===== config.mk =====
export PLATFORM = sky130hd
export DESIGN_NAME = decode_stage
export DESIGN_NICKNAME = d
export VERILOG_FILES = /design/src/logic/rv_decode_pkg.sv /design/src/logic/control_unit.sv /design/src/logic/imm_gen.sv /design/src/logic/reg_file.sv /design/src/logic/issue_control.sv /design/src/logic/id_ex_reg.sv /design/src/logic/decode_stage.sv
export SDC_FILE = /design/constraint.sdc
export NUM_CORES = 2
export LEC_CHECK = 0
export BUFFER_PORTS_ARGS = -buffer_cell sky130_fd_sc_hd__buf_2
export CORE_UTILIZATION = 30
export CTS_CLUSTER_SIZE = 20
export DETAILED_ROUTE_END_ITERATION = 10
export PLACE_DENSITY_LB_ADDON = 0.1
export SLEW_MARGIN = 15
export SYNTH_ARGS = -nofsm -noshare
export SYNTH_HDL_FRONTEND = slang
export SYNTH_HIERARCHICAL = 1
export SYNTH_SLANG_ARGS = --single-unit
export TNS_END_PERCENT = 100

===== constraint.sdc =====
create_clock -name clk -period 4.35 [get_ports clk]
set_clock_uncertainty 0.1 [all_clocks]
set_input_delay 0.2175 -clock clk [delete_from_list [all_inputs] [get_ports clk]]
set_output_delay 0.2175 -clock clk [all_outputs]
set_load 0.05 [all_outputs]

===== src/logic/rv_decode_pkg.sv =====
package rv_decode_pkg;

    // data, instruction and pc values.
    typedef logic [31:0] word_t;

    // register index, x0 to x31.
    typedef logic [4:0] reg_addr_t;

    // major opcode, instr[6:0].
    typedef logic [6:0] opcode_t;

    // second alu operand select.
    typedef logic [1:0] op2_sel_t;

    localparam op2_sel_t CTRL_OP2_REG  = 2'b00; // rs2.
    localparam op2_sel_t CTRL_OP2_IMM  = 2'b01; // immediate.
    localparam op2_sel_t CTRL_OP2_FOUR = 2'b10; // constant 4, link address.

    // rv32i base opcodes.
    localparam opcode_t OP_ARITHMETIC     = 7'b0110011;
    localparam opcode_t OP_ARITHMETIC_IMM = 7'b0010011;
    localparam opcode_t OP_LOAD           = 7'b0000011;
    localparam opcode_t OP_STORE          = 7'b0100011;
    localparam opcode_t OP_BRANCH         = 7'b1100011;
    localparam opcode_t OP_JAL            = 7'b1101111;
    localparam opcode_t OP_JALR           = 7'b1100111;
    localparam opcode_t OP_LUI            = 7'b0110111;
    localparam opcode_t OP_AUIPC          = 7'b0010111;
    localparam opcode_t OP_ECALL          = 7'b1110011; // system opcode, only ecall decoded.

    // issue state, halted is sticky until reset.
    typedef enum logic {
        ISSUE_RUN    = 1'b0,
        ISSUE_HALTED = 1'b1
    } issue_state_t;

endpackage


===== src/logic/control_unit.sv =====
`timescale 1ns/1ps

module control_unit (
    input  rv_decode_pkg::opcode_t  opcode,
    output logic                    wb_enable,
    output logic                    mem_enable,
    output logic                    mem_write,
    output logic                    op1_pc,
    output rv_decode_pkg::op2_sel_t op2_sel,
    output logic                    is_ecall,
    output logic                    rs2_used,
    output logic                    ex_forwardable,
    output logic                    is_branch,
    output logic                    is_jalr
);

    always_comb begin
        // unknown opcodes fall through with everything cleared.
        wb_enable      = 1'b0;
        mem_enable     = 1'b0;
        mem_write      = 1'b0;
        op1_pc         = 1'b0;
        op2_sel        = rv_decode_pkg::CTRL_OP2_REG;
        is_ecall       = 1'b0;
        rs2_used       = 1'b0;
        ex_forwardable = 1'b0;
        is_branch      = 1'b0;
        is_jalr        = 1'b0;

        case (opcode)
            rv_decode_pkg::OP_ARITHMETIC: begin
                wb_enable      = 1'b1;
                rs2_used       = 1'b1;
                ex_forwardable = 1'b1;
            end
            rv_decode_pkg::OP_ARITHMETIC_IMM: begin
                wb_enable      = 1'b1;
                op2_sel        = rv_decode_pkg::CTRL_OP2_IMM;
                ex_forwardable = 1'b1;
            end
            rv_decode_pkg::OP_LOAD: begin
                wb_enable  = 1'b1;
                mem_enable = 1'b1;
                op2_sel    = rv_decode_pkg::CTRL_OP2_IMM; // result only after mem.
            end
            rv_decode_pkg::OP_STORE: begin
                mem_enable = 1'b1;
                mem_write  = 1'b1;
                op2_sel    = rv_decode_pkg::CTRL_OP2_IMM;
                rs2_used   = 1'b1; // store data.
            end
            rv_decode_pkg::OP_BRANCH: begin
                rs2_used  = 1'b1;
                is_branch = 1'b1;
            end
            rv_decode_pkg::OP_JAL: begin
                wb_enable      = 1'b1;
                op1_pc         = 1'b1;
                op2_sel        = rv_decode_pkg::CTRL_OP2_FOUR;
                ex_forwardable = 1'b1;
                is_branch      = 1'b1;
            end
            rv_decode_pkg::OP_JALR: begin
                wb_enable      = 1'b1;
                op2_sel        = rv_decode_pkg::CTRL_OP2_FOUR;
                ex_forwardable = 1'b1;
                is_branch      = 1'b1;
                is_jalr        = 1'b1;
            end
            rv_decode_pkg::OP_LUI: begin
                wb_enable      = 1'b1;
                op2_sel        = rv_decode_pkg::CTRL_OP2_IMM;
                ex_forwardable = 1'b1;
            end
            rv_decode_pkg::OP_AUIPC: begin
                wb_enable      = 1'b1;
                op1_pc         = 1'b1; // pc + upper immediate.
                op2_sel        = rv_decode_pkg::CTRL_OP2_IMM;
                ex_forwardable = 1'b1;
            end
            rv_decode_pkg::OP_ECALL: begin
                is_ecall = 1'b1;
            end
            default: begin
            end
        endcase
    end

endmodule


===== src/logic/imm_gen.sv =====
`timescale 1ns/1ps

module imm_gen (
    input  rv_decode_pkg::word_t instr,
    output rv_decode_pkg::word_t imm
);

    rv_decode_pkg::opcode_t opcode;

    assign opcode = instr[6:0];

    always_comb begin
        case (opcode)
            // i-type.
            rv_decode_pkg::OP_ARITHMETIC_IMM,
            rv_decode_pkg::OP_LOAD,
            rv_decode_pkg::OP_JALR: begin
                imm = {{20{instr[31]}}, instr[31:20]};
            end
            rv_decode_pkg::OP_STORE: begin
                imm = {{20{instr[31]}}, instr[31:25], instr[11:7]};
            end
            rv_decode_pkg::OP_BRANCH: begin
                imm = {{19{instr[31]}}, instr[31], instr[7], instr[30:25], instr[11:8], 1'b0};
            end
            // u-type, low 12 bits zero.
            rv_decode_pkg::OP_LUI,
            rv_decode_pkg::OP_AUIPC: begin
                imm = {instr[31:12], 12'b0};
            end
            rv_decode_pkg::OP_JAL: begin
                imm = {{11{instr[31]}}, instr[31], instr[19:12], instr[20], instr[30:21], 1'b0};
            end
            default: begin
                imm = '0; // r-type and system carry no immediate.
            end
        endcase
    end

endmodule


===== src/logic/reg_file.sv =====
`timescale 1ns/1ps

module reg_file (
    input  logic                    clk,
    input  logic                    rst_n,
    input  rv_decode_pkg::reg_addr_t rs1,
    input  rv_decode_pkg::reg_addr_t rs2,
    output rv_decode_pkg::word_t     rs1_data,
    output rv_decode_pkg::word_t     rs2_data,
    input  logic                    wb_we,
    input  rv_decode_pkg::reg_addr_t wb_rd,
    input  rv_decode_pkg::word_t     wb_data
);

    rv_decode_pkg::word_t regs [32];

    always_ff @(posedge clk) begin
        if (!rst_n) begin
            for (int i = 0; i < 32; i++) begin
                regs[i] <= '0;
            end
        end else if (wb_we && (wb_rd != '0)) begin
            regs[wb_rd] <= wb_data;
        end
    end

    // x0 first, then writeback bypass, then array.
    function automatic rv_decode_pkg::word_t read_port(input rv_decode_pkg::reg_addr_t addr);
        rv_decode_pkg::word_t value;
        if (addr == '0) begin
            value = '0;
        end else if (wb_we && (wb_rd == addr)) begin
            value = wb_data;
        end else begin
            value = regs[addr];
        end
        return value;
    endfunction

    assign rs1_data = read_port(rs1);
    assign rs2_data = read_port(rs2);

endmodule


===== src/logic/issue_control.sv =====
`timescale 1ns/1ps

module issue_control (
    input  logic                     clk,
    input  logic                     rst_n,
    input  logic                     if_valid,
    input  rv_decode_pkg::reg_addr_t rs1,
    input  rv_decode_pkg::reg_addr_t rs2,
    input  logic                     rs2_used,
    input  logic                     is_ecall,
    input  logic                     ex_valid,
    input  logic                     ex_load,
    input  rv_decode_pkg::reg_addr_t ex_rd,
    output logic                     id_ready,
    output logic                     load_use_stall
);

    rv_decode_pkg::issue_state_t state;
    logic                        rs1_hit;
    logic                        rs2_hit;
    logic                        accept;

    // load result is not ready for execute in the next cycle.
    assign rs1_hit = (ex_rd == rs1);
    assign rs2_hit = rs2_used && (ex_rd == rs2);

    assign load_use_stall = if_valid && ex_valid && ex_load && (ex_rd != '0) &&
                            (rs1_hit || rs2_hit);

    assign id_ready = (state == rv_decode_pkg::ISSUE_RUN) && !load_use_stall;
    assign accept   = if_valid && id_ready;

    always_ff @(posedge clk) begin
        if (!rst_n) begin
            state <= rv_decode_pkg::ISSUE_RUN;
        end else if (accept && is_ecall) begin
            state <= rv_decode_pkg::ISSUE_HALTED; // only reset leaves this.
        end
    end

endmodule


===== src/logic/id_ex_reg.sv =====
`timescale 1ns/1ps

module id_ex_reg (
    input  logic                     clk,
    input  logic                     rst_n,
    input  logic                     load_use_stall,
    input  logic                     accept,
    input  rv_decode_pkg::word_t     pc,
    input  rv_decode_pkg::word_t     instr,
    input  rv_decode_pkg::word_t     rs1_data,
    input  rv_decode_pkg::word_t     rs2_data,
    input  rv_decode_pkg::word_t     imm,
    input  rv_decode_pkg::reg_addr_t rd,
    input  logic                     wb_enable,
    input  logic                     mem_enable,
    input  logic                     mem_write,
    input  logic                     op1_pc,
    input  rv_decode_pkg::op2_sel_t  op2_sel,
    input  logic                     is_branch,
    input  logic                     is_jalr,
    input  logic                     ex_forwardable,
    output logic                     ex_valid,
    output rv_decode_pkg::word_t     ex_pc,
    output rv_decode_pkg::word_t     ex_instr,
    output rv_decode_pkg::word_t     ex_rs1_data,
    output rv_decode_pkg::word_t     ex_rs2_data,
    output rv_decode_pkg::word_t     ex_imm,
    output rv_decode_pkg::reg_addr_t ex_rd,
    output logic                     ex_wb_enable,
    output logic                     ex_mem_enable,
    output logic                     ex_mem_write,
    output logic                     ex_op1_pc,
    output rv_decode_pkg::op2_sel_t  ex_op2_sel,
    output logic                     ex_is_branch,
    output logic                     ex_is_jalr,
    output logic                     ex_ex_forwardable,
    output logic                     ex_load
);

    logic capture;

    assign capture = accept && !load_use_stall;

    // valid and controls, cleared for a bubble.
    always_ff @(posedge clk) begin
        if (!rst_n || !capture) begin
            ex_valid          <= 1'b0;
            ex_wb_enable      <= 1'b0;
            ex_mem_enable     <= 1'b0;
            ex_mem_write      <= 1'b0;
            ex_op1_pc         <= 1'b0;
            ex_op2_sel        <= rv_decode_pkg::CTRL_OP2_REG;
            ex_is_branch      <= 1'b0;
            ex_is_jalr        <= 1'b0;
            ex_ex_forwardable <= 1'b0;
            ex_load           <= 1'b0;
        end else begin
            ex_valid          <= 1'b1;
            ex_wb_enable      <= wb_enable;
            ex_mem_enable     <= mem_enable;
            ex_mem_write      <= mem_write;
            ex_op1_pc         <= op1_pc;
            ex_op2_sel        <= op2_sel;
            ex_is_branch      <= is_branch;
            ex_is_jalr        <= is_jalr;
            ex_ex_forwardable <= ex_forwardable;
            ex_load           <= wb_enable && mem_enable && !mem_write;
        end
    end

    always_ff @(posedge clk) begin
        if (capture) begin
            ex_pc       <= pc;
            ex_instr    <= instr; // funct3/funct7 for execute.
            ex_rs1_data <= rs1_data;
            ex_rs2_data <= rs2_data;
            ex_imm      <= imm;
            ex_rd       <= rd;
        end
    end

endmodule


===== src/logic/decode_stage.sv =====
`timescale 1ns/1ps

module decode_stage (
    input  logic                     clk,
    input  logic                     rst_n,
    input  logic                     if_valid,
    input  rv_decode_pkg::word_t     if_instr,
    input  rv_decode_pkg::word_t     if_pc,
    output logic                     id_ready,
    input  logic                     wb_we,
    input  rv_decode_pkg::reg_addr_t wb_rd,
    input  rv_decode_pkg::word_t     wb_data,
    output logic                     ex_valid,
    output rv_decode_pkg::word_t     ex_pc,
    output rv_decode_pkg::word_t     ex_rs1_data,
    output rv_decode_pkg::word_t     ex_rs2_data,
    output rv_decode_pkg::word_t     ex_imm,
    output rv_decode_pkg::reg_addr_t ex_rd,
    output rv_decode_pkg::word_t     ex_instr,
    output logic                     ex_wb_enable,
    output logic                     ex_mem_enable,
    output logic                     ex_mem_write,
    output logic                     ex_op1_pc,
    output rv_decode_pkg::op2_sel_t  ex_op2_sel,
    output logic                     ex_is_branch,
    output logic                     ex_is_jalr,
    output logic                     ex_ex_forwardable
);

    rv_decode_pkg::reg_addr_t rs1;
    rv_decode_pkg::reg_addr_t rs2;
    rv_decode_pkg::reg_addr_t rd;
    rv_decode_pkg::word_t     rs1_data;
    rv_decode_pkg::word_t     rs2_data;
    rv_decode_pkg::word_t     imm;
    rv_decode_pkg::op2_sel_t  op2_sel;
    logic wb_enable;
    logic mem_enable;
    logic mem_write;
    logic op1_pc;
    logic is_ecall;
    logic rs2_used;
    logic ex_forwardable;
    logic is_branch;
    logic is_jalr;
    logic load_use_stall;
    logic accept;
    logic ex_load;

    assign rs1    = if_instr[19:15];
    assign rs2    = if_instr[24:20];
    assign rd     = if_instr[11:7];
    assign accept = if_valid && id_ready; // fetch handshake.

    control_unit control_i (
        .opcode(if_instr[6:0]), .wb_enable(wb_enable), .mem_enable(mem_enable),
        .mem_write(mem_write), .op1_pc(op1_pc), .op2_sel(op2_sel), .is_ecall(is_ecall),
        .rs2_used(rs2_used), .ex_forwardable(ex_forwardable), .is_branch(is_branch),
        .is_jalr(is_jalr)
    );

    imm_gen imm_i (.instr(if_instr), .imm(imm));

    reg_file reg_file_i (
        .clk(clk), .rst_n(rst_n), .rs1(rs1), .rs2(rs2), .rs1_data(rs1_data),
        .rs2_data(rs2_data), .wb_we(wb_we), .wb_rd(wb_rd), .wb_data(wb_data)
    );

    issue_control issue_i (
        .clk(clk), .rst_n(rst_n), .if_valid(if_valid), .rs1(rs1), .rs2(rs2),
        .rs2_used(rs2_used), .is_ecall(is_ecall), .ex_valid(ex_valid), .ex_load(ex_load),
        .ex_rd(ex_rd), .id_ready(id_ready), .load_use_stall(load_use_stall)
    );

    id_ex_reg id_ex_i (
        .clk(clk), .rst_n(rst_n), .load_use_stall(load_use_stall), .accept(accept),
        .pc(if_pc), .instr(if_instr), .rs1_data(rs1_data), .rs2_data(rs2_data), .imm(imm),
        .rd(rd), .wb_enable(wb_enable), .mem_enable(mem_enable), .mem_write(mem_write),
        .op1_pc(op1_pc), .op2_sel(op2_sel), .is_branch(is_branch), .is_jalr(is_jalr),
        .ex_forwardable(ex_forwardable), .ex_valid(ex_valid), .ex_pc(ex_pc),
        .ex_instr(ex_instr), .ex_rs1_data(ex_rs1_data), .ex_rs2_data(ex_rs2_data),
        .ex_imm(ex_imm), .ex_rd(ex_rd), .ex_wb_enable(ex_wb_enable),
        .ex_mem_enable(ex_mem_enable), .ex_mem_write(ex_mem_write), .ex_op1_pc(ex_op1_pc),
        .ex_op2_sel(ex_op2_sel), .ex_is_branch(ex_is_branch), .ex_is_jalr(ex_is_jalr),
        .ex_ex_forwardable(ex_ex_forwardable), .ex_load(ex_load)
    );

endmodule


==> results.yml <==
detailed_routing:
  drt-vias-per-instance: 5.65
  drc_errors: 0
  drtIter0Drc: 5010
  drt-total-wl_mm: 274
  vias: 40900
  ant_nets: 0
  dr.pass1.iters: 6
  wl_per_cell_um: 37.8
cells_and_area:
  area_growth_pct: 19.6
  final_cells: 7250
  drive_above_1_share_pct: 27.1
  fillers: 19100
  finish.utilization_pct: 36.1
  nNetsFinal: 4546
synthesis:
  synth_edf_count: 1189
  yosysMostFrequentCell: "edfxtp_1"
  ys_top_cells_by_count: "edfxtp_1, and2_1, mux4_2"
  netlist_instances: 4062
  synth_area_leaders: "edfxtp_1, mux4_2, and2_1"
  yosys_warnings: 6
  yosysSeqAreaShare_pct: 59.0
  ys_seq_elements: 1201
  synth_top_area_share_pct: 58.6
  yosysUniqueCellTypes: 76
  syn-cell-area_um2: 60900
  synth_flop_cell: "edfxtp_1"
  synth_top_cell_by_area: "edfxtp_1"
  syn_area_per_cell_um2: 15.0
  synth-async-reset-ratio_pct: 0
grt:
  gr-usage-met3_pct: 4.50
  grt_pass1_wl_mm: 366
  grt_pass1_vias: 40100
  grt_use_total_pct: 26.4
  grt_max_degree: 74
  grt_use_met2_pct: 41.3
  top_usage_layer: "met2"
  grt_overflow: 0
  antenna_found_initial: 53
  use_met1_pct: 36.8
place:
  dpl.hpwl_mm: 170
  port_buffers: 280
  pre_cts_ws_ps: 1060
  gp_congestion: 0.843
  dp_cells: 6858
timing:
  rsz0062_at_grt: "false"
  finalCritPeriodShare_pct: 71.2
  worst_pin_slew_ps: 1010
  fin_ws_ps: 1250
  slew_headroom_pct: 32.6
  setup_viol: 0
  fin_tns_setup_ps: 0
  drv_slew: 0
  finalHoldViolations: 0
  fmaxAchievable_ghz: 0.323
  min_period_ps: 3100
power:
  vdd_ir_drop_max_mv: 0.390
  p_leak_nw: 25.7
  finalPower_mw: 29.9
  p_per_area_nw_per_um2: 410
critical_path:
  required_ps: 4810
  critical_path_class: "in2reg"
  reg2reg_from: "id_ex_i/ex_rd[1]$_DFFE_PP_"
  cp.arrival_ps: 3560
  max_stage_delay_ps: 570
  cpMostUsedCell: "a22o_1"
  startpoint: "if_instr[15]"
  startpoint_type: "input pin"
  crit_chain: "dlygate4sd3_1, buf_8, buf_12, buf_4, mux4_2, a22o_1, a2111oi_0, a21oi_1, a22o_1"
  cpMaxStageDelayCell: "dlygate4sd3_1"
  crit_fanout: 38
  cp-end-kind: "register"
clocking:
  clk_transition_reported_paths_ps: 60
  post-cts-setup-buffer-count: 0
  clock_path_buffers: 3
  cts.sinks: 1201
  cts_buffers: 148
  cts_max_level: 4
  cts-root-buf: "clkbuf_16"
  cts_tree: "yes"
  clk_latency_ps: 800
min_path:
  worstHoldStart: "wb_data[13]"
  hold_class: "in2reg"
floorplanning:
  num_rows: 165
  die-area_um2: 205000
  fp.dieW_um: 453
  core_area_um2: 202000
  start_util_pct: 30.2
  pin_count: 281
  fp.dieH_um: 453
outcome:
  status: "finished, final reports clean"
job:
  drv_cap: 0
## kinds of logic (layout without fill, tap and decap cells)
| group | Yosys count | after routing | share of synthesized area [%] |
|---|---|---|---|
| flip-flops | 1201 | 1201 | 59.0 |
| other | 1 | 57 | 0.00616 |
| XOR/XNOR | 20 | 20 | 0.288 |
| AO/OA/AOI/OAI | 545 | 545 | 6.64 |
| AND/OR/NAND/NOR | 1186 | 1186 | 11.9 |
| buffers and inverters | 434 | 894 | 3.07 |
| multiplexers | 675 | 675 | 19.1 |
## worst paths after layout
| check | endpoint | slack [ps] | cells after the start |
|---|---|---|---|
| worst max-delay path | id_ex_i/ex_rs1_data[16]$_DFFE_PP_ | 1250 | 9 |
| worst min-delay path | reg_file_i/regs[12][13]$_SDFFCE_PN0P_ | 40 | 2 |
| worst max register to register | id_ex_i/ex_rs2_data[13]$_DFFE_PP_ | 1400 | 7 |
| worst min register to register | id_ex_i/ex_rs2_data[9]$_DFFE_PP_ | 830 | 4 |
## through the flow
stage	area [um^2]	hold slack [ps]
after CTS	72800	1.48
after global routing	72800	21.0
after detailed placement	67100	296
final	72900	37.0
after global placement	67100	294
after floorplan	61000	216
## report_power, final
| group | total (mW) | internal [mW] | switching [mW] |
|---|---|---|---|
| clock network | 12.1 | 6.96 | 5.17 |
| registers | 13.8 | 13.4 | 0.414 |
| logic | 3.90 | 1.36 | 2.54 |
| total | 29.9 | 21.7 | 8.13 |
## layout by cell type, fill, tap and decap left out, drive strengths merged, types with 18 or more instances in the layout
cell / instances
edfxtp: 1189
and2: 1007
buf: 517
mux4: 388
mux2i: 282
clkbuf: 186
a22oi: 133
dlygate4sd3: 105
a21oi: 83
a22o: 59
clkinv: 56
o21ai: 52
nor2: 45
nand2: 43
o22ai: 42
o221ai: 42
conb: 32
diode: 25
nand3: 25
a2111oi: 24
xnor2: 20
o221a: 18
## routing by layer
layer / vias up / share of wire (%)
met3: 378 / 7.8
met1: 21800 / 43
met5: - / 0.014
met2: 2146 / 46
met4: 6 / 3.7
li1: 16600 / -
## critical path, delay by kind of cell
family / cells / cell delay, ps
mux: 1 / 510
compound gates: 4 / 1150
buf+inv: 4 / 1510
## flip-flops by register name, indices dropped and copies added, names as in the netlist, 2 cells and up
name	cells
reg_file_i/regs	1024
id_ex_i/ex_imm	32
id_ex_i/ex_instr	32
id_ex_i/ex_pc	32
id_ex_i/ex_rs1_data	32
id_ex_i/ex_rs2_data	32
id_ex_i/ex_rd	5
id_ex_i/ex_op2_sel	2
## final cells by class
cell class,count,area [um^2],share of cell area [%]
sequential,1201,35900,49.3
multi-input combinational,2458,23900,32.8
timing repair buffer,625,4990,6.85
clock buffer,185,3920,5.38
tap,2672,3340,4.59
clock inverter,77,677,0.929
antenna,25,62.6,0.0859
inverter,7,26.3,0.0361
## timing repair
action	4_1_cts	5_1_grt
gates resized for setup	0	0
hold buffers	105	0
endpoints found under the setup margin	0	0
hold endpoints to repair	381	0
(Power assumes the default switching activity.)
